`src/isa_pkg.sv`:
```
// Instruction set constants
package isa_pkg;

	//////////////////////////////////////////////////
	// Instruction word
	//////////////////////////////////////////////////

	// One 32-bit instruction
	typedef logic [31:0] insn_t;

	// Byte size of one instruction, used as the PC step
	localparam logic [31:0] INSN_BYTES = 32'd4;

	//////////////////////////////////////////////////
	// No-op encodings
	//////////////////////////////////////////////////

	// Major opcode of the no-op class
	localparam logic [5:0] NOP_OPCODE = 6'b000101;

	// Inserted on flush, delay-slot end and rfe
	localparam insn_t NOP_BYPASS = {NOP_OPCODE, 26'h041_0000};
	// Shown while memory has not answered
	localparam insn_t NOP_NOACK = {NOP_OPCODE, 26'h061_0000};

	// First fetch address out of reset
	localparam logic [31:0] RESET_VECTOR = 32'h0000_0100;

endpackage

```
`src/fetch_bus_pkg.sv`:
```
// Fetch bus types and constants
package fetch_bus_pkg;

	//////////////////////////////////////////////////
	// Bus types
	//////////////////////////////////////////////////

	// Byte address
	typedef logic [31:0] addr_t;
	// Fault tag returned with err
	typedef logic [3:0] tag_t;

	// Clears the byte offset of an address
	localparam addr_t ADDR_WORD_MASK = 32'hFFFF_FFFC;

	// Fault tag codes
	localparam tag_t ITAG_NONE = 4'h0;
	localparam tag_t ITAG_BE   = 4'hb;
	localparam tag_t ITAG_PE   = 4'hc;
	localparam tag_t ITAG_TE   = 4'hd;

	// Instruction memory geometry and latency
	localparam int unsigned IMEM_DEPTH = 256;
	localparam int unsigned IMEM_AW    = $clog2(IMEM_DEPTH);
	localparam int unsigned IMEM_WAIT  = 2;
	localparam int unsigned WAIT_CNT_W = $clog2(IMEM_WAIT + 1);

	typedef logic [IMEM_AW-1:0] imem_idx_t;
	typedef logic [WAIT_CNT_W-1:0] wait_cnt_t;

endpackage

```
`src/fetch_bus_if.sv`:
```
// Instruction fetch bus
`timescale 1ns/10ps

interface fetch_bus_if;

	// Request side
	logic                 req;
	fetch_bus_pkg::addr_t adr;

	// Response side, dat only meaningful with ack
	isa_pkg::insn_t       dat;
	logic                 ack;
	logic                 err;
	fetch_bus_pkg::tag_t  tag;

	// PC generator issues requests
	modport gen (output req, output adr, input ack, input err);

	// Memory answers them
	modport mem (input req, input adr, output dat, output ack, output err, output tag);

	// Fetch stage only watches
	modport stage (input req, input adr, input dat, input ack, input err, input tag);

endinterface

```
`src/fetch_stage.sv`:
```
// Instruction fetch stage
`timescale 1ns/10ps

module fetch_stage (
	input  logic                 clk,
	input  logic                 rst_i,
	input  logic                 freeze_i,
	input  logic                 flushpipe_i,
	input  logic                 no_more_dslot_i,
	input  logic                 rfe_i,
	fetch_bus_if.stage           bus,
	output isa_pkg::insn_t       insn_o,
	output fetch_bus_pkg::addr_t pc_o,
	output logic                 stall_o,
	output logic                 saving_insn_o,
	output logic                 genpc_refetch_o,
	output logic                 except_itlbmiss_o,
	output logic                 except_immufault_o,
	output logic                 except_ibuserr_o
);

	logic                 save_insn;
	logic                 bypass;
	logic                 bypass_q;
	logic                 saved_q;
	isa_pkg::insn_t       insn_saved_q;
	fetch_bus_pkg::addr_t addr_saved_q;
	fetch_bus_pkg::addr_t adr_word;
	// Bit 0 TE, bit 1 PE, bit 2 BE
	logic [2:0]           err_live;
	logic [2:0]           err_saved_q;
	logic [2:0]           err_sel;

	assign adr_word = bus.adr & fetch_bus_pkg::ADDR_WORD_MASK;

	// Fault tag decode of the live response
	assign err_live[0] = bus.err & (bus.tag == fetch_bus_pkg::ITAG_TE);
	assign err_live[1] = bus.err & (bus.tag == fetch_bus_pkg::ITAG_PE);
	assign err_live[2] = bus.err & (bus.tag == fetch_bus_pkg::ITAG_BE);

	// Park a response that decode cannot take
	assign save_insn     = (bus.ack | bus.err) & freeze_i & ~saved_q;
	assign saving_insn_o = ~flushpipe_i & save_insn;

	// No-ops until the first request to the flush target
	assign bypass = flushpipe_i | (bypass_q & ~bus.req);

	//////////////////////////////////////////////////
	// Saved word state
	//////////////////////////////////////////////////

	always_ff @(posedge clk) begin
		if (rst_i) begin
			bypass_q    <= 1'b0;
			saved_q     <= 1'b0;
			err_saved_q <= '0;
		end else begin
			bypass_q <= bypass;
			if (flushpipe_i) begin
				saved_q     <= 1'b0;
				err_saved_q <= '0;
			end else if (save_insn) begin
				saved_q     <= 1'b1;
				err_saved_q <= err_live;
			end else if (!freeze_i) begin
				saved_q     <= 1'b0;
				err_saved_q <= '0;
			end
		end
	end

	// Word and its address, same priority as the flag
	always_ff @(posedge clk) begin
		if (flushpipe_i) begin
			insn_saved_q <= isa_pkg::NOP_BYPASS;
			addr_saved_q <= '0;
		end else if (save_insn) begin
			// Faulted fetch parks a no-op
			insn_saved_q <= bus.err ? isa_pkg::NOP_BYPASS : bus.dat;
			addr_saved_q <= adr_word;
		end else if (!freeze_i) begin
			insn_saved_q <= isa_pkg::NOP_BYPASS;
			addr_saved_q <= adr_word;
		end
	end

	//////////////////////////////////////////////////
	// Outputs to decode
	//////////////////////////////////////////////////

	always_comb begin
		if (no_more_dslot_i || rfe_i || bypass) begin
			insn_o = isa_pkg::NOP_BYPASS;
		end else if (saved_q) begin
			insn_o = insn_saved_q;
		end else if (bus.ack) begin
			insn_o = bus.dat;
		end else begin
			insn_o = isa_pkg::NOP_NOACK;
		end
	end

	assign pc_o            = saved_q ? addr_saved_q : adr_word;
	assign stall_o         = ~bus.ack & ~bus.err & ~saved_q;
	// Fresh ack over a parked word, fetch it again
	assign genpc_refetch_o = saved_q & bus.ack;

	// Exceptions from parked or live tags, masked at delay-slot end
	assign err_sel            = saved_q ? err_saved_q : err_live;
	assign except_itlbmiss_o  = ~no_more_dslot_i & err_sel[0];
	assign except_immufault_o = ~no_more_dslot_i & err_sel[1];
	assign except_ibuserr_o   = ~no_more_dslot_i & err_sel[2];

endmodule

```
`src/flat_wrapper.sv`:
```
// flat-port wrapper written by rule: the top's interface ports become plain ports
module fetch_stage_flat 
  (clk, rst_i, freeze_i, flushpipe_i, no_more_dslot_i, rfe_i, insn_o, pc_o, stall_o, saving_insn_o, genpc_refetch_o, except_itlbmiss_o, except_immufault_o, except_ibuserr_o, bus_req, bus_adr, bus_dat, bus_ack, bus_err, bus_tag);
  fetch_bus_if bus_i ();
  input  logic clk;
  input  logic rst_i;
  input  logic freeze_i;
  input  logic flushpipe_i;
  input  logic no_more_dslot_i;
  input  logic rfe_i;
  output isa_pkg::insn_t insn_o;
  output fetch_bus_pkg::addr_t pc_o;
  output logic stall_o;
  output logic saving_insn_o;
  output logic genpc_refetch_o;
  output logic except_itlbmiss_o;
  output logic except_immufault_o;
  output logic except_ibuserr_o;
  input wire logic [$bits(bus_i.req)-1:0] bus_req;
  input wire logic [$bits(bus_i.adr)-1:0] bus_adr;
  input wire logic [$bits(bus_i.dat)-1:0] bus_dat;
  input wire logic [$bits(bus_i.ack)-1:0] bus_ack;
  input wire logic [$bits(bus_i.err)-1:0] bus_err;
  input wire logic [$bits(bus_i.tag)-1:0] bus_tag;
  assign bus_i.req = bus_req;
  assign bus_i.adr = bus_adr;
  assign bus_i.dat = bus_dat;
  assign bus_i.ack = bus_ack;
  assign bus_i.err = bus_err;
  assign bus_i.tag = bus_tag;
  fetch_stage u_core (.clk(clk), .rst_i(rst_i), .freeze_i(freeze_i), .flushpipe_i(flushpipe_i), .no_more_dslot_i(no_more_dslot_i), .rfe_i(rfe_i), .bus(bus_i), .insn_o(insn_o), .pc_o(pc_o), .stall_o(stall_o), .saving_insn_o(saving_insn_o), .genpc_refetch_o(genpc_refetch_o), .except_itlbmiss_o(except_itlbmiss_o), .except_immufault_o(except_immufault_o), .except_ibuserr_o(except_ibuserr_o));
endmodule
```
`config.mk`:
```
export PLATFORM = sky130hd
export DESIGN_NAME = fetch_stage_flat
export DESIGN_NICKNAME = d
export VERILOG_FILES = /design/src/isa_pkg.sv /design/src/fetch_bus_pkg.sv /design/src/fetch_bus_if.sv /design/src/fetch_stage.sv /design/src/flat_wrapper.sv
export SDC_FILE = /design/constraint.sdc
export NUM_CORES = 1
export LEC_CHECK = 0
export ABC_AREA = 1
export BUFFER_PORTS_ARGS = -buffer_cell sky130_fd_sc_hd__buf_2
export CORE_UTILIZATION = 49
export DETAILED_ROUTE_END_ITERATION = 8
export PLACE_DENSITY = 0.8
export REMOVE_ABC_BUFFERS = 1
export SETUP_SLACK_MARGIN = 0.5
export SLEW_MARGIN = 20
export SYNTH_ARGS = -nofsm -noshare
export SYNTH_HDL_FRONTEND = slang
export SYNTH_SLANG_ARGS = --single-unit
```
`constraint.sdc`:
```
create_clock -name clk -period 1.7 [get_ports clk]
set_clock_uncertainty 0.2 [all_clocks]
set_input_delay 0.085 -clock clk [delete_from_list [all_inputs] [get_ports clk]]
set_output_delay 0.085 -clock clk [all_outputs]
set_load 0.1 [all_outputs]
```
==> summary.md, run 1 <==
| Metric | Value |
|---|---|
| GR repair worst EP | `insn_o[15]` |
| YS warnings | `0` |
| Synth Area per Inst | `roughly 6.7 µm²` |
| Synth async-reset ratio | `0%` |
| Root buffer cell | `clkbuf_8` |
| Rows | `31` |
| H-tree Lvls | `3` |
| RD Place Congestion | `0.7969` |
| Top FF cell, synth | `dfxtp_1` |
| Num CTS Buffers | `9` |
| Die W | `88.68 µm` |
| Number of synthesized flops with an enable pin | `0` |
| Top-count cell post-synth | `nor2_1` |
| Top post-synthesis cells by area | `dfxtp_1 36%, nor2_1 10%, nand3_1 8.8%, nand2_1 8.3%, a22oi_1 5.5%` |
| Clock Sink Count | `67` |
| Synth cell count leaders | `102 x nor2_1, 81 x nand2_1, 67 x dfxtp_1` |
| Failing step | `5_1_grt` |
| Die height | `88.68 µm` |
| Stop err | `[ERROR DPL-0038] Utilization greater than 100%, impossible to legalize` |
| Yosys top cell by area | `dfxtp_1` |
| Initial cell density of the core | `between 50 and 60%` |
| Synthesized cell area | `3681 µm²` |
| Deepest clock path buffer count | `2` |
| Seq/Total Area, Yosys | `36.44%` |
| Largest net degree at the start of global routing | `35` |
| Cells after synthesis | `~550` |
| Top Ports | `147` |
| Count of cell types in the netlist | `27` |
| Flops & latches, synth | `67` |
| DP HPWL | `roughly 7.7 mm` |
| Run status | `did not finish` |
| Post-synth top area share | `36.44%` |
| Worst-path end type | `output port` |
| Port bufs | `142` |
[cells by family after synthesis]
group           count (synthesis)  share of synthesized area, %
buf+inv                        91                         12.17
other cells                     1                        0.1019
compound gates                 99                         15.47
flops                          67                         36.44
simple gates                  290                         35.83
[per-stage QoR]
| step | area [µm²] | cells | setup slack [ns] | TNS (ns) |
|---|---|---|---|---|
| after floorplan | 3396 | 499 | -2.432 | -155.99 |
| after global placement | 5456 | 759 | 0.07992 | 0 |
| after detailed placement | 5456 | 759 | 0.007584 | 0 |
| after CTS | 6616 | 849 | -0.1352 | -4.904 |
[timing repair]
action,CTS
cloned,5
buffers inserted,7
endpoints found under the setup margin,134
pin swaps,9
gates resized for setup,80
hold buffers,63
endpoints found under the hold margin,67
==> run 2, diff against run 1 <==
--- a/config.mk
+++ b/config.mk
@@ -7,11 +7,10 @@
 export LEC_CHECK = 0
 export ABC_AREA = 1
 export BUFFER_PORTS_ARGS = -buffer_cell sky130_fd_sc_hd__buf_2
-export CORE_UTILIZATION = 49
+export CORE_UTILIZATION = 40
 export DETAILED_ROUTE_END_ITERATION = 8
-export PLACE_DENSITY = 0.8
+export PLACE_DENSITY_LB_ADDON = 0.15
 export REMOVE_ABC_BUFFERS = 1
-export SETUP_SLACK_MARGIN = 0.5
 export SLEW_MARGIN = 20
 export SYNTH_ARGS = -nofsm -noshare
 export SYNTH_HDL_FRONTEND = slang
==> run 2 against run 1 <==
  * The flow now finishes, with violations (design-rule violations, negative setup slack)
  * Synthesized cell count unchanged
  * Area after synthesis unchanged
==> summary.md, run 2 <==
| Metric | Value |
|---|---|
| Yosys top cell by area | `dfxtp_1` |
| Die area | `9590 µm²` |
| Sw Ratio | `38.04%` |
| Grt ovf | `0` |
| YS warnings | `0 (unchanged)` |
| Number of synthesized flops with an enable pin | `0 (unchanged)` |
| Top post-synthesis cells by area | `dfxtp_1 36%, nor2_1 10%, nand3_1 8.8%, nand2_1 8.3%, a22oi_1 5.5%` |
| Top Ports | `147 (unchanged)` |
| Vias in the first global route | `between 4,000 and 5,000` |
| RSZ-0062 raised after global routing | `true` |
| Synth Area in Compound Gates | `15.47% (unchanged)` |
| Part of the cycle the worst path needs | `117.3%` |
| Final Instance Count excl. Fillers | `between 800 and 900` |
| Core area | `8806 µm²` |
| Layout Nets | `863` |
| DP HPWL | `7.480 mm (-2.9%)` |
| P_leak | `0.003246 µW` |
| Area grow syn2layout | `103.8%` |
| Slew headroom | `between 60% and 70%` |
| Combinational share of power | `41.6%` |
| Synth Area in XOR/XNOR | `0% (unchanged)` |
| Worst EP required | `1.41 ns` |
| DR WL/cell | `18.71 µm` |
| Tot GR Track Use | `29.16%` |
| Slowest CP cell | `dfxtp_4` |
| Synth Area in Simple Gates | `35.83% (unchanged)` |
| Antenna violations before repair | `0` |
| Die W | `97.93 µm (+10%)` |
| Post-synth top area share | `36.44% (unchanged)` |
| Pins Over Slew Limit | `0` |
| Cell Area, Placed | `5543 µm² (+1.6%)` |
| Critical path class | `flip-flop to output pin` |
| Final ANT Viol Nets | `0` |
| Post-synthesis mux area share | `0% (unchanged)` |
| Fillers | `478` |
| Critical path launch point type | `flip-flop` |
| Vias per cell | `between 5 and 6` |
| Worst path bufs/invs | `5` |
| Max reg flops | `32` |
| Setup TNS | `-13.73 ns` |
| Synth async-reset ratio | `0% (unchanged)` |
| Die height | `97.93 µm (+10%)` |
| Port bufs | `142 (unchanged)` |
| Initial DRC count | `317` |
| Sw Pwr | `1848 µW` |
| Final setup violation count | `roughly 120` |
| HP Class | `input port to flip-flop` |
| Max cap viols | `0` |
| Clock Sink Count | `67 (unchanged)` |
| Num CTS Buffers | `9 (unchanged)` |
| Synth Area per Inst | `6.717 µm² (unchanged)` |
| Flops & latches, synth | `67 (unchanged)` |
| P_int | `3010 µW` |
| Final Instance Area | `7502 µm²` |
| Synthesized cell area | `3681 µm² (unchanged)` |
| Reg with most FFs | `u_core.insn_saved_q` |
| Fin crit period | `1.994 ns` |
| Seq/Total Area, Yosys | `36.44% (unchanged)` |
| Fmax | `0.5015 GHz` |
| Crit path DAT | `1.71 ns` |
| Peak VDD IR | `440.8 µV` |
| Share of layout cells above drive strength 1 | `between 40 and 50%` |
| Slew at the pin closest to its max-slew limit | `between 0.5 and 0.6 ns` |
| Final WS setup | `-0.2941 ns` |
| TritonCTS clock tree | `yes` |
| Most common cell after layout, fill and taps aside | `buf_12` |
| Cells after synthesis | `548 (unchanged)` |
| Clock latency on the worst-skew pair | `0.34 ns` |
| Clk pwr share | `23.7%` |
| Count of cell types in the netlist | `27 (unchanged)` |
| Top-count cell post-synth | `nor2_1` |
| Crit. End Element | `output pin` |
| Most frequent cells in the layout | `78 x buf_12, 74 x buf_2, 73 x nand2_1` |
| Flop pwr share | `34.6%` |
| Slowest cell delay on critical path | `roughly 0.37 ns` |
| Clock-pin slew on the worst setup and hold paths | `around 0.07 ns` |
| Critical-path cell list | `buf_6 -> inv_8 -> buf_16 -> o21ai_0 -> buf_4 -> buf_12` |
| Deepest clock path buffer count | `2 (unchanged)` |
| Synth cell count leaders | `102 x nor2_1, 81 x nand2_1, 67 x dfxtp_1` |
| Post-Route WL | `16.80 mm` |
| Biggest regs | `u_core.insn_saved_q: 32 flops, u_core.addr_saved_q: 30 flops, u_core.err_saved_q: 3 flops` |
| RD Place Congestion | `0.7886 (-1.0%)` |
| DRT Pass-1 Iters | `7` |
| Initial cell density of the core | `41.80% (-8.9 points)` |
| Diodes inserted | `0` |
| Via count | `5,059` |
| Dpl cells | `778 (+2.5%)` |
| Pwr per Cell Area | `647.6 nW/µm²` |
| Adder-cell share of the synthesized area | `0% (unchanged)` |
| Run status | `complete, but fails checks` |
| Kind of cell adding the most delay to the critical path | `buffers and inverters` |
| Largest net degree at the start of global routing | `56` |
| Largest family of logic cells by synthesized area | `simple AND/OR/NAND/NOR gates` |
| Failing checks | `design-rule violations, negative setup slack` |
| Hold_ws | `approximately 0.077 ns` |
| Root buffer cell | `clkbuf_8` |
| Max Fanout on Critical Path | `10` |
| Rows | `34 (+9.7%)` |
| Top FF cell, synth | `dfxtp_1` |
| First-pass GRT wire length | `22.40 mm` |
| DRC errors left | `12` |
| H-tree Lvls | `3 (unchanged)` |
| Fin. Hold Viols | `0` |
run 2: final timing paths:
path / start / depth (start not counted) / slack (ns) / end
hold / removal: freeze_i / 5 / 0.08 / u_core.addr_saved_q[7]$_SDFFE_PP0P_
hold reg to reg: u_core.insn_saved_q[31]$_SDFFE_PP0P_ / 2 / 0.29 / u_core.insn_saved_q[31]$_SDFFE_PP0P_
setup / recovery: u_core.saved_q$_SDFFE_PP0P_ / 6 / -0.29 / pc_o[20]
setup reg to reg: u_core.saved_q$_SDFFE_PP0P_ / 9 / -0.13 / u_core.addr_saved_q[21]$_SDFFE_PP0P_
run 2: area by class of cell:
cell class,count,area (µm²),area share [%]
Clock buffer,12,145.1,1.935
Clock inverter,3,15.01,0.2001
Inverter,41,175.2,2.335
Multi-Input combinational cell,392,2350,31.32
Sequential cell,67,1345,17.93
Tap cell,108,135.1,1.801
Timing Repair Buffer,274,3326,44.33
Timing Repair inverter,1,11.26,0.1501
run 2: worst register-to-register path, stage by stage (launching register included):
cell and delay [ns]:
dfxtp_4 0.37, buf_6 0.20, inv_8 0.09, buf_4 0.14, nand2_2 0.08, nor2_4 0.05
buf_4 0.16, nor2_8 0.28, nor2_1 0.10, nor2_2 0.11
run 2: stage by stage:
stage	power (µW)	utilization, %	setup slack, ns
final	4858	85.19	-0.2941
after floorplan	2589	-	-2.432
after CTS	4652	79.33	-0.1590
after global placement	3227	62.94	0.03252
after global routing	5022	85.19	-0.3522
after detailed placement	3248	62.94	0.01729
run 2: repair_timing:
item,4_1_cts,5_1_grt
hold buffers,73,0
setup buffers,9,8
pin swaps,11,23
gates resized for setup,115,51
setup endpoints to repair,68,133
gates cloned,6,10
endpoints found under the hold margin,67,0
run 2: power by group through the flow:
stage / combinational, µW / sequential (µW) / clock [µW]
2_1_floorplan: 878 / 1710 / 0
3_3_place_gp: 1520 / 1710 / 0
3_5_place_dp: 1540 / 1710 / 0
4_1_cts: 1830 / 1680 / 1150
5_1_grt: 2100 / 1690 / 1230
6_report: 2020 / 1680 / 1150
run 2: cells by family after synthesis:
logic type / count (synthesis)
DFF: 67
buffers and inverters: 91
AOI/OAI and AO/OA: 99
and+or+nand+nor: 290
other: 1
run 2: per-layer routing:
| layer | share of wire (%) | up-vias | GRT usage, % |
|---|---|---|---|
| met3 | 9.1 | 66 | 6.800 |
| met1 | 35 | 2372 | 32.65 |
| li1 | - | 2316 | - |
| met2 | 52 | 305 | 53.20 |
| met5 | 0 | - | 0 |
| met4 | 3.9 | 0 | 11.31 |
Power figures use the tool's default switching activity.
