## src/isa_pkg.sv

```systemverilog
// Instruction set constants
package isa_pkg;

	//////////////////////////////////////////////////
	// Instruction word
	//////////////////////////////////////////////////

	// One 32-bit instruction
	typedef logic [31:0] insn_t;

	// Byte size of one instruction, used as the PC step
	localparam logic [31:0] INSN_BYTES = 32'd4;

	//////////////////////////////////////////////////
	// No-op encodings
	//////////////////////////////////////////////////

	// Major opcode of the no-op class
	localparam logic [5:0] NOP_OPCODE = 6'b000101;

	// Inserted on flush, delay-slot end and rfe
	localparam insn_t NOP_BYPASS = {NOP_OPCODE, 26'h041_0000};
	// Shown while memory has not answered
	localparam insn_t NOP_NOACK = {NOP_OPCODE, 26'h061_0000};

	// First fetch address out of reset
	localparam logic [31:0] RESET_VECTOR = 32'h0000_0100;

endpackage

```

## src/fetch_bus_pkg.sv

```systemverilog
// Fetch bus types and constants
package fetch_bus_pkg;

	//////////////////////////////////////////////////
	// Bus types
	//////////////////////////////////////////////////

	// Byte address
	typedef logic [31:0] addr_t;
	// Fault tag returned with err
	typedef logic [3:0] tag_t;

	// Clears the byte offset of an address
	localparam addr_t ADDR_WORD_MASK = 32'hFFFF_FFFC;

	// Fault tag codes
	localparam tag_t ITAG_NONE = 4'h0;
	localparam tag_t ITAG_BE   = 4'hb;
	localparam tag_t ITAG_PE   = 4'hc;
	localparam tag_t ITAG_TE   = 4'hd;

	// Instruction memory geometry and latency
	localparam int unsigned IMEM_DEPTH = 256;
	localparam int unsigned IMEM_AW    = $clog2(IMEM_DEPTH);
	localparam int unsigned IMEM_WAIT  = 2;
	localparam int unsigned WAIT_CNT_W = $clog2(IMEM_WAIT + 1);

	typedef logic [IMEM_AW-1:0] imem_idx_t;
	typedef logic [WAIT_CNT_W-1:0] wait_cnt_t;

endpackage

```

## src/fetch_bus_if.sv

```systemverilog
// Instruction fetch bus
`timescale 1ns/10ps

interface fetch_bus_if;

	// Request side
	logic                 req;
	fetch_bus_pkg::addr_t adr;

	// Response side, dat only meaningful with ack
	isa_pkg::insn_t       dat;
	logic                 ack;
	logic                 err;
	fetch_bus_pkg::tag_t  tag;

	// PC generator issues requests
	modport gen (output req, output adr, input ack, input err);

	// Memory answers them
	modport mem (input req, input adr, output dat, output ack, output err, output tag);

	// Fetch stage only watches
	modport stage (input req, input adr, input dat, input ack, input err, input tag);

endinterface

```

## src/fetch_genpc.sv

```systemverilog
// Program counter generator
`timescale 1ns/10ps

module fetch_genpc (
	input  logic                 clk,
	input  logic                 rst_i,
	input  logic                 freeze_i,
	input  logic                 flushpipe_i,
	input  fetch_bus_pkg::addr_t branch_target_i,
	input  logic                 genpc_refetch_i,
	fetch_bus_if.gen             bus
);

	// Current fetch address
	fetch_bus_pkg::addr_t pc_q;
	// Request outstanding on the bus
	logic req_q;
	// PC step owed from a response taken under freeze
	logic adv_q;
	// Response to our own request
	logic resp;

	assign resp = req_q & (bus.ack | bus.err);

	// Address held stable for the whole request
	assign bus.req = req_q;
	assign bus.adr = pc_q;

	//////////////////////////////////////////////////
	// PC and request sequencing
	//////////////////////////////////////////////////

	always_ff @(posedge clk) begin
		if (rst_i) begin
			pc_q  <= isa_pkg::RESET_VECTOR;
			req_q <= 1'b0;
			adv_q <= 1'b0;
		end else if (flushpipe_i) begin
			// Drop whatever is pending, restart at target
			pc_q  <= branch_target_i;
			req_q <= 1'b0;
			adv_q <= 1'b0;
		end else if (resp) begin
			// Release req for one idle cycle
			req_q <= 1'b0;
			if (genpc_refetch_i) begin
				// Same address again
				adv_q <= 1'b0;
			end else if (freeze_i) begin
				// Word parked in stage, step later
				adv_q <= 1'b1;
			end else begin
				pc_q <= pc_q + isa_pkg::INSN_BYTES;
			end
		end else if (!req_q && !freeze_i) begin
			// Launch next request, first the owed step
			req_q <= 1'b1;
			if (adv_q) begin
				pc_q  <= pc_q + isa_pkg::INSN_BYTES;
				adv_q <= 1'b0;
			end
		end
	end

endmodule

```

## src/flat_wrapper.sv

```systemverilog
// flat-port wrapper written by rule: the top's interface ports become plain ports
module fetch_genpc_flat 
  (clk, rst_i, freeze_i, flushpipe_i, branch_target_i, genpc_refetch_i, bus_req, bus_adr, bus_ack, bus_err);
  fetch_bus_if bus_i ();
  input  logic clk;
  input  logic rst_i;
  input  logic freeze_i;
  input  logic flushpipe_i;
  input  fetch_bus_pkg::addr_t branch_target_i;
  input  logic genpc_refetch_i;
  output wire logic [$bits(bus_i.req)-1:0] bus_req;
  output wire logic [$bits(bus_i.adr)-1:0] bus_adr;
  input wire logic [$bits(bus_i.ack)-1:0] bus_ack;
  input wire logic [$bits(bus_i.err)-1:0] bus_err;
  assign bus_req = bus_i.req;
  assign bus_adr = bus_i.adr;
  assign bus_i.ack = bus_ack;
  assign bus_i.err = bus_err;
  fetch_genpc u_core (.clk(clk), .rst_i(rst_i), .freeze_i(freeze_i), .flushpipe_i(flushpipe_i), .branch_target_i(branch_target_i), .genpc_refetch_i(genpc_refetch_i), .bus(bus_i));
endmodule
```

## config.mk

```make
export PLATFORM = sky130hd
export DESIGN_NAME = fetch_genpc_flat
export DESIGN_NICKNAME = d
export VERILOG_FILES = /design/src/isa_pkg.sv /design/src/fetch_bus_pkg.sv /design/src/fetch_bus_if.sv /design/src/fetch_genpc.sv /design/src/flat_wrapper.sv
export SDC_FILE = /design/constraint.sdc
export NUM_CORES = 1
export LEC_CHECK = 0
export BUFFER_PORTS_ARGS = -buffer_cell sky130_fd_sc_hd__buf_4
export CORE_ASPECT_RATIO = 1.4
export CORE_MARGIN = 4
export CORE_UTILIZATION = 44
export CTS_CLUSTER_SIZE = 10
export DETAILED_ROUTE_END_ITERATION = 10
export GPL_TIMING_DRIVEN = 0
export PLACE_DENSITY_LB_ADDON = 0.25
export REMOVE_ABC_BUFFERS = 1
export SLEW_MARGIN = 20
export SYNTH_ARGS = -nofsm -noshare
export SYNTH_HDL_FRONTEND = slang
export SYNTH_SLANG_ARGS = --single-unit
```

## constraint.sdc

```tcl
create_clock -name clk -period 1.8 [get_ports clk]
set_input_delay 0.45 -clock clk [delete_from_list [all_inputs] [get_ports clk]]
set_output_delay 0.45 -clock clk [all_outputs]
set_load 0.05 [all_outputs]
```

==> results of run 1 <==
cell type report:
| class | instances | area (um^2) |
|---|---|---|
| clock buffers | 8 | 110 |
| fillers | 307 | 1090 |
| inverters | 5 | 18.8 |
| multi-input cells | 185 | 1370 |
| flip-flops and latches | 34 | 749 |
| well taps | 60 | 75.1 |
| repair buffers | 108 | 830 |
flip-flops by register name, indices dropped and copies added, names as in the netlist:
name	flops
u_core.bus.adr	32
u_core.bus.req	1
u_core.adv_q	1
layout by cell type (no fill, tap or decap), drive strengths merged, types with 5 or more instances in the layout:
| master | synthesis | final |
|---|---|---|
| a21oi | 6 | 6 |
| o21ai | 12 | 12 |
| a211oi | 14 | 14 |
| nor2 | 27 | 27 |
| clkbuf | 13 | 8 |
| or4 | 8 | 8 |
| nor4b | 5 | 5 |
| nor4 | 8 | 8 |
| nand2 | 19 | 19 |
| nor3 | 6 | 6 |
| nand4 | 6 | 6 |
| o31ai | 6 | 6 |
| nand3 | 12 | 13 |
| buf | 1 | 108 |
| dfxtp | 34 | 34 |
| a31oi | 6 | 6 |
| xnor2 | 14 | 14 |
| inv | 5 | 5 |
per-layer routing:
| metal | GRT usage | wire, um | vias up | share of wire |
|---|---|---|---|---|
| li1 | - | - | 1100 | - |
| met1 | 0.266 | 2570 | 1119 | 0.37 |
| met2 | 0.402 | 3720 | 132 | 0.53 |
| met3 | 0.0367 | 561 | 19 | 0.080 |
| met4 | 0.0943 | 174 | 0 | 0.025 |
| met5 | 0 | 0 | - | 0 |
through the flow:
step	hold WS (ns)	cell area (um^2)	total power [mW]	cells
floorplan	0.479	1860	1.17	223
global placement	0.477	2470	1.36	354
detailed placement	0.487	2470	1.36	354
CTS	0.362	2980	2.07	390
global route	0.362	3150	2.18	400
finish	0.365	3150	2.09	400
cells by family after synthesis:
group	after synthesis	synth area share
and+or+nand+nor	111	0.324
AOI/OAI and AO/OA	50	0.174
DFF	34	0.355
buffers and inverters	19	0.0378
xor gates and xnor gates	18	0.0822
muxes	4	0.0209
adders and majority gates	1	0.00652
worst max-delay path: stages, from the launching register on:
cell and delay, ns:
dfxtp_4 0.38, nand4_4 0.11, or4b_4 0.53, buf_4 0.16
nand2b_4 0.13, or4_4 0.41, a31oi_1 0.20
timing repair:
action | 4_1_cts | 5_1_grt
pin swaps | 14 | 16
resized for setup | 60 | 21
setup buffers | 28 | 11
endpoints found under the setup margin | 19 | 21
cloned | 0 | 1
power by group:
group | switching [mW] | total, mW | internal (mW)
sequential | 0.0652 | 0.868 | 0.803
clock | 0.275 | 0.661 | 0.386
combinational | 0.345 | 0.561 | 0.217
total | 0.684 | 2.09 | 1.41
worst max-delay path by stage:
stage | startpoint | to | slack, ns
3_3_place_gp | genpc_refetch_i | u_core.bus.adr[21] | -0.52
3_5_place_dp | genpc_refetch_i | u_core.bus.adr[21] | -0.54
2_1_floorplan | u_core.bus.adr[5] | u_core.bus.adr[20] | -0.58
4_1_cts | u_core.bus.adr[17] | u_core.bus.adr[24] | -0.07
6_report | u_core.bus.adr[5] | u_core.bus.adr[20] | -0.22
5_1_grt | u_core.bus.adr[5] | u_core.bus.adr[20] | -0.26
==> impl_metrics.ini, run 1 <==
[layout]
utilization = 0.744
fin_nets = 379
antenna_cells = 0
area_growth_pct = 64.4
drive_gt1_frac = 0.506

[sta]
rsz0062_at_grt = yes
maxSlewHeadroom = 0.444
clock.fmax_mhz = 495
worst_pin_slew_ns = 0.833
setup_violations = 11
period_minus_slack_ns = 2.02
worst_clock_skew_ns = 0.00594
layout_worst_path_cycle_share = 1.12
totalNegativeSetupSlack_ns = -1.17
worst_slack_ns = -0.219
slew_violations = 0
hold_viol_final = 0

[yosys]
yosys.area.top_type = dfxtp_1
synth_ff_type = dfxtp_1
synthCells = 237
synthesis.area_um2 = 1920
ys_types = 40
synth_edf_count = 0
ys_seq_area_frac = 0.355
async_reset_ff_frac = 0
yosys.area.top_type_share = 0.355
ys_warn_count = 0
syn_avg_cell_area_um2 = 8.09
ys_ff_latch = 34
yosys-top-cells-area = dfxtp_1 (35%), xnor2_1 (6.4%), a211oi_1 (5.5%)
synth.most_common_cell = dfxtp_1
synth_common_cells = dfxtp_1 (34), nor2_1 (27), nand2_1 (19)

[setup_path]
cp-start-kind = flip-flop
r2r-start = u_core.bus.adr[5]
crit_type = flip-flop to flip-flop
r2r_end = u_core.bus.adr[20]
reg2reg_depth = 6
r2r_slack_ns = -0.22
required_ns = 1.99
crit_fanout = 4
worst-endpoint-arrival_ns = 2.21
worst_setup_path_end_kind = flip-flop

[hold_path]
min_from = branch_target_i[30]
hold_class = input port to flip-flop
min_to = u_core.bus.adr[30]
min_path_cells = 3

[run_status]
status = finished, violations left
violations = setup timing

[routing]
vias_per_cell = 5.93
ant_nets = 0
drt_iter0_drc = 148
drt_pass1_iterations = 5
finalWirelength_mm = 7.03
drcViolationCount = 0
routed-via-count = 2370
wire_per_inst_um = 17.6

[die]
rows = 28
fp.dieW_um = 63.8
die_area_um2 = 5490
die_y_um = 86.1
ios = 72
coreArea_um2 = 4240
start_util = 0.452

[global_routing]
grt_pass1_wl_mm = 9.83
grt_overflow = 0
grt_max_degree = 56
antenna_found_initial = 0
grt_pass1_vias = 2080
globalRouteTotalUtil = 0.226

[flow_run]
drv_cap = 0

[place]
port_buffers = 71
place_ws_ns = -0.545
place.gp.congestion = 0.769
post-dp-hpwl_mm = 3.71

[clock_network]
root_buffer = clkbuf_8
cts_hold_buf = 0
cts_tree = built
numCtsBuffers = 5
clock_path_buffers = 2
clock-sinks = 34
h-tree-depth = 2
clock_latency_ns = 0.28
clkTransAtPathRegs_ns = 0.07

[power_and_ir_drop]
p_leak_nw = 1.27
ir_drop_v = 0.000416
power_density_nw_per_um2 = 663
Note: power is estimated with default switching activity, not from simulation.
==> run 2, diff against run 1 <==
--- a/config.mk
+++ b/config.mk
@@ -5,7 +5,7 @@
 export SDC_FILE = /design/constraint.sdc
 export NUM_CORES = 1
 export LEC_CHECK = 0
-export BUFFER_PORTS_ARGS = -buffer_cell sky130_fd_sc_hd__buf_4
+export BUFFER_PORTS_ARGS = -buffer_cell sky130_fd_sc_hd__clkbuf_2
 export CORE_ASPECT_RATIO = 1.4
 export CORE_MARGIN = 4
 export CORE_UTILIZATION = 44
==> impl_metrics.ini, run 2 (synthesized netlist as in run 1, its figures left out) <==
[run_status]
status = finished, violations left
violations = setup timing

[setup_path]
reg2reg_depth = 5
crit_end = u_core.bus.adr[21]
path_buf_inv = 0
startpoint = u_core.bus.adr[17]
cp-start-kind = flip-flop
cpPeakStageDelay_ns = 0.44
r2r_slack_ns = -0.12
required_ns = 2.01
r2r_end = u_core.bus.adr[21]
critPathSlowestCell = or4_4
worst-endpoint-arrival_ns = 2.13
critPathTopFamily = simple AND/OR/NAND/NOR gates
crit_type = flip-flop to flip-flop
worst_setup_path_end_kind = flip-flop
r2r-start = u_core.bus.adr[17]
crit_fanout = 3
cp.depth = 5
crit_chain = nand4_1 > or3_4 > or4_4 > or3_1 > a31oi_1

[layout]
drive_gt1_frac = 0.499
largest_reg_flops = 32
area_growth_pct = 53.6
final_cells = 399
fin_nets = 380
finish.instance_area_um2 = 2950
fillers = 331
utilization = 0.695
final_common_cell = clkbuf_2
antenna_cells = 0
final_cell_mix = clkbuf_2 (71), buf_4 (34), nor2_1 (25), dfxtp_4 (19), nand2_1 (18)

[sta]
worst_clock_skew_ns = 0.00308
clock.fmax_mhz = 521
maxSlewHeadroom = 0.462
rsz0062_at_grt = yes
worst_slack_ns = -0.119
period_minus_slack_ns = 1.92
setup_violations = 10
worst_pin_slew_ns = 0.805
slew_violations = 0
hold_viol_final = 0
totalNegativeSetupSlack_ns = -0.464
layout_worst_path_cycle_share = 1.07

[power_and_ir_drop]
combPwrFrac = 0.262
power.share.clock = 0.291
p_int_mw = 1.26
power_switching_mw = 0.668
power_mw = 1.93
p_sw_frac = 0.346
p_leak_nw = 1.18
ir_drop_v = 0.000358
power_density_nw_per_um2 = 656
pwr-share-seq = 0.446

[flow_run]
drv_cap = 0

[routing]
drcViolationCount = 0
drt_iter0_drc = 167
finalWirelength_mm = 6.26
vias_per_cell = 5.60
ant_nets = 0
drt_pass1_iterations = 4
routed-via-count = 2236
wire_per_inst_um = 15.7

[global_routing]
grt_max_degree = 56
grt_overflow = 0
globalRouteTotalUtil = 0.212
grt_pass1_vias = 2018
grt_pass1_wl_mm = 9.40
antenna_found_initial = 0

[die]
fp.dieW_um = 63.8
rows = 28
ios = 72
die_area_um2 = 5490
start_util = 0.452
die_y_um = 86.1
coreArea_um2 = 4240

[place]
post-dp-hpwl_mm = 3.60
place.gp.congestion = 0.741
dp_cells = 354
port_buffers = 71
dpl_cell_area_um2 = 2290

[clock_network]
root_buffer = clkbuf_8
h-tree-depth = 2
clock_path_buffers = 2
numCtsBuffers = 5
clock-sinks = 34
clock_latency_ns = 0.28
cts_tree = built
clkTransAtPathRegs_ns = 0.07
cts_hold_buf = 0

[hold_path]
hold_class = input port to flip-flop
-- run 2: changes by cell type in the layout (fill, tap and decap cells not counted), moves of 4 or more --
cell,delta
dfxtp_4,+4
buf_4,-70
clkbuf_2,+71
dfxtp_2,-5
-- run 2: worst reg2reg max path, delay by kind of cell, from the launching register on --
family	cells	cell delay, ns
flops	1	0.35
compound gates	1	0.16
simple gates	4	1.33
-- run 2: cell type report --
class	instances	area, um^2	share of cell area
inverters	5	18.8	0.00637
clock buffers	6	82.6	0.0280
repair buffers	110	676	0.229
flip-flops and latches	34	758	0.257
well taps	60	75.1	0.0255
multi-input cells	184	1340	0.454
-- run 2: power by group through the flow --
stage               Combinational, mW  Clock [mW]  Sequential, mW
global placement                0.417           0           0.887
finish                          0.507       0.563           0.862
floorplan                       0.113           0            1.05
CTS                             0.479       0.566           0.862
detailed placement              0.419           0           0.888
global route                    0.545       0.594           0.869
-- run 2: stage by stage --
| step | hold WS, ns | setup WS, ns |
|---|---|---|
| final | 0.369 | -0.119 |
| after global routing | 0.402 | -0.198 |
| after CTS | 0.370 | -0.0856 |
| after detailed placement | 0.490 | -0.498 |
| after global placement | 0.471 | -0.484 |
| after floorplan | 0.479 | -0.579 |
-- run 2: timing repair --
action                                  4_1_cts  5_1_grt
endpoints found under the setup margin       20       20
gates resized for setup                      56       23
buffers inserted                             26       13
pin swaps                                    13       11
-- run 2: worst min-delay path by stage --
stage / from / to / slack, ns / cells after the start
after global placement: u_core.bus.adr[0] / u_core.bus.adr[0] / 0.47 / 2
after global routing: branch_target_i[30] / u_core.bus.adr[30] / 0.40 / 3
final: branch_target_i[30] / u_core.bus.adr[30] / 0.37 / 3
after floorplan: u_core.adv_q / u_core.adv_q / 0.48 / 2
after CTS: branch_target_i[28] / u_core.bus.adr[28] / 0.37 / 3
after detailed placement: u_core.bus.adr[0] / u_core.bus.adr[0] / 0.49 / 2
-- run 2: layer usage --
metal,part of all wire,global-route usage,up-vias
met5,0,0,-
met4,0.012,0.0825,0
met3,0.050,0.0393,7
met2,0.54,0.377,74
met1,0.40,0.247,1063
li1,-,-,1092
==> run 3, diff against run 2 <==
--- a/config.mk
+++ b/config.mk
@@ -5,10 +5,11 @@
 export SDC_FILE = /design/constraint.sdc
 export NUM_CORES = 1
 export LEC_CHECK = 0
+export ABC_AREA = 1
 export BUFFER_PORTS_ARGS = -buffer_cell sky130_fd_sc_hd__clkbuf_2
 export CORE_ASPECT_RATIO = 1.4
 export CORE_MARGIN = 4
-export CORE_UTILIZATION = 44
+export CORE_UTILIZATION = 47
 export CTS_CLUSTER_SIZE = 10
 export DETAILED_ROUTE_END_ITERATION = 10
 export GPL_TIMING_DRIVEN = 0
==> impl_metrics.ini, run 3 <==
[sta]
totalNegativeSetupSlack_ns = 0
worst_slack_ns = 0.160
whs_ns = 0.386
setup_violations = 0
maxSlewHeadroom = 0.635
worst_clock_skew_ns = 0.00616
slew_violations = 0
clock.fmax_mhz = 610
hold_viol_final = 0
period_minus_slack_ns = 1.64
rsz0062_at_grt = no
layout_worst_path_cycle_share = 0.911
worst_pin_slew_ns = 0.548

[yosys]
ys_warn_count = 0
synth_ff_type = dfxtp_1
synthesis.area_um2 = 2400
yosys-top-cells-area = dfxtp_1 (28%), nand2_1 (15%), inv_1 (7.4%)
yosys.area.top_type = dfxtp_1
synth.most_common_cell = nand2_1
ys_seq_area_frac = 0.284
synthCells = 379
ys_ff_latch = 34
synth_common_cells = nand2_1 (98), inv_1 (47), nor2_1 (44)
yosys.area.top_type_share = 0.284
syn_avg_cell_area_um2 = 6.32
synth_edf_count = 0
async_reset_ff_frac = 0
ys_types = 34

[place]
post-dp-hpwl_mm = 4.84
dp_cells = 504
dpl_cell_area_um2 = 2780
place_ws_ns = -0.551
port_buffers = 71
place.gp.congestion = 0.926

[routing]
vias_per_cell = 4.99
drt_iter0_drc = 95
wire_per_inst_um = 12.6
routed-via-count = 2563
ant_nets = 0
finalWirelength_mm = 6.48
drcViolationCount = 0
drt_pass1_iterations = 4

[layout]
finish.instance_area_um2 = 2900
final_cells = 514
area_growth_pct = 21.0
drive_gt1_frac = 0.278
fin_nets = 489
final_cell_mix = nand2_1 (98), clkbuf_2 (70), inv_1 (46), nor2_1 (43), dfxtp_1 (33)
largest_reg_flops = 32
antenna_cells = 0
final_common_cell = nand2_1
utilization = 0.594

[setup_path]
crit_top_cell = nand3_1
critPathSlowestCell = dfxtp_1
required_ns = 2.02
cp-start-kind = flip-flop
crit_chain = ha_2 > nand3_2 > nor2_2 > nand3_1 > o21ai_0 > nand3_1 > a21oi_1
worst_setup_path_end_kind = flip-flop
worst-endpoint-arrival_ns = 1.86
crit_fanout = 5
cpPeakStageDelay_ns = 0.40
crit_type = flip-flop to flip-flop

[power_and_ir_drop]
ir_drop_v = 0.000632
p_leak_nw = 1.31
power_density_nw_per_um2 = 670
power_mw = 1.94

[global_routing]
grt_overflow = 0
globalRouteTotalUtil = 0.225
grt_pass1_vias = 2467
antenna_found_initial = 0
grt_pass1_wl_mm = 11.0
grt_max_degree = 25

[die]
rows = 30
start_util = 0.491
coreArea_um2 = 4880
ios = 72
die_y_um = 92.5
fp.dieW_um = 68.3
die_area_um2 = 6320

[clock_network]
clkTransAtPathRegs_ns = 0.08
root_buffer = clkbuf_8
cts_tree = built
clock_latency_ns = 0.29
clock_path_buffers = 2
numCtsBuffers = 5
clock-sinks = 34
h-tree-depth = 2
cts_hold_buf = 0

[flow_run]
drv_cap = 0

[run_status]
status = finished, final reports clean

[hold_path]
hold_class = input port to flip-flop
[run 3: critical path, delay by kind of cell, from the launching register on]
kind                     cells  cell delay (ns)
adder cells (fa/ha/maj)      1             0.24
flip-flops                   1             0.40
AND/OR/NAND/NOR              4             0.54
AO/OA/AOI/OAI                2             0.37
[run 3: cells by family (layout without fill, tap and decap cells)]
logic type	after synthesis	count (layout)	synth area share
DFF	34	34	0.284
xor gates and xnor gates	12	12	0.0470
buffers and inverters	62	133	0.104
AOI/OAI and AO/OA	63	63	0.149
adders and majority gates	1	1	0.00522
and+or+nand+nor	207	207	0.411
[run 3: path summary, 6_finish.rpt]
path	from	to	slack, ns	cells after the start
max	u_core.bus.adr[2]	u_core.bus.adr[24]	0.16	7
min	branch_target_i[0]	u_core.bus.adr[0]	0.39	3
max reg2reg	u_core.bus.adr[2]	u_core.bus.adr[24]	0.16	7
min reg2reg	u_core.bus.req	u_core.bus.req	0.52	2
[run 3: final cells by class]
type | count | area [um^2]
Timing Repair Buffer | 72 | 363
Inverter | 52 | 199
Fill cell | 511 | 1980
Timing Repair inverter | 1 | 7.51
Multi-Input combinational cell | 283 | 1480
Clock buffer | 7 | 86.3
Clock inverter | 1 | 5.00
Tap cell | 64 | 80.1
Sequential cell | 34 | 682
[run 3: routing by layer]
layer,up-vias,track usage,part of all wire
met5,-,0,0
met4,0,0.0829,0.019
met3,12,0.0340,0.047
met2,63,0.405,0.52
met1,1154,0.256,0.42
li1,1334,-,-
[run 3: timing repair]
item                       in CTS  in global routing
setup endpoints to repair      23                 10
gates cloned                    1                  0
buffers inserted                1                  0
gates resized for setup         2                  4
[run 3: power breakdown]
| group | internal, mW | total, mW | switching, mW |
|---|---|---|---|
| clock | 0.309 | 0.603 | 0.294 |
| combinational | 0.133 | 0.467 | 0.335 |
| sequential | 0.801 | 0.872 | 0.0707 |
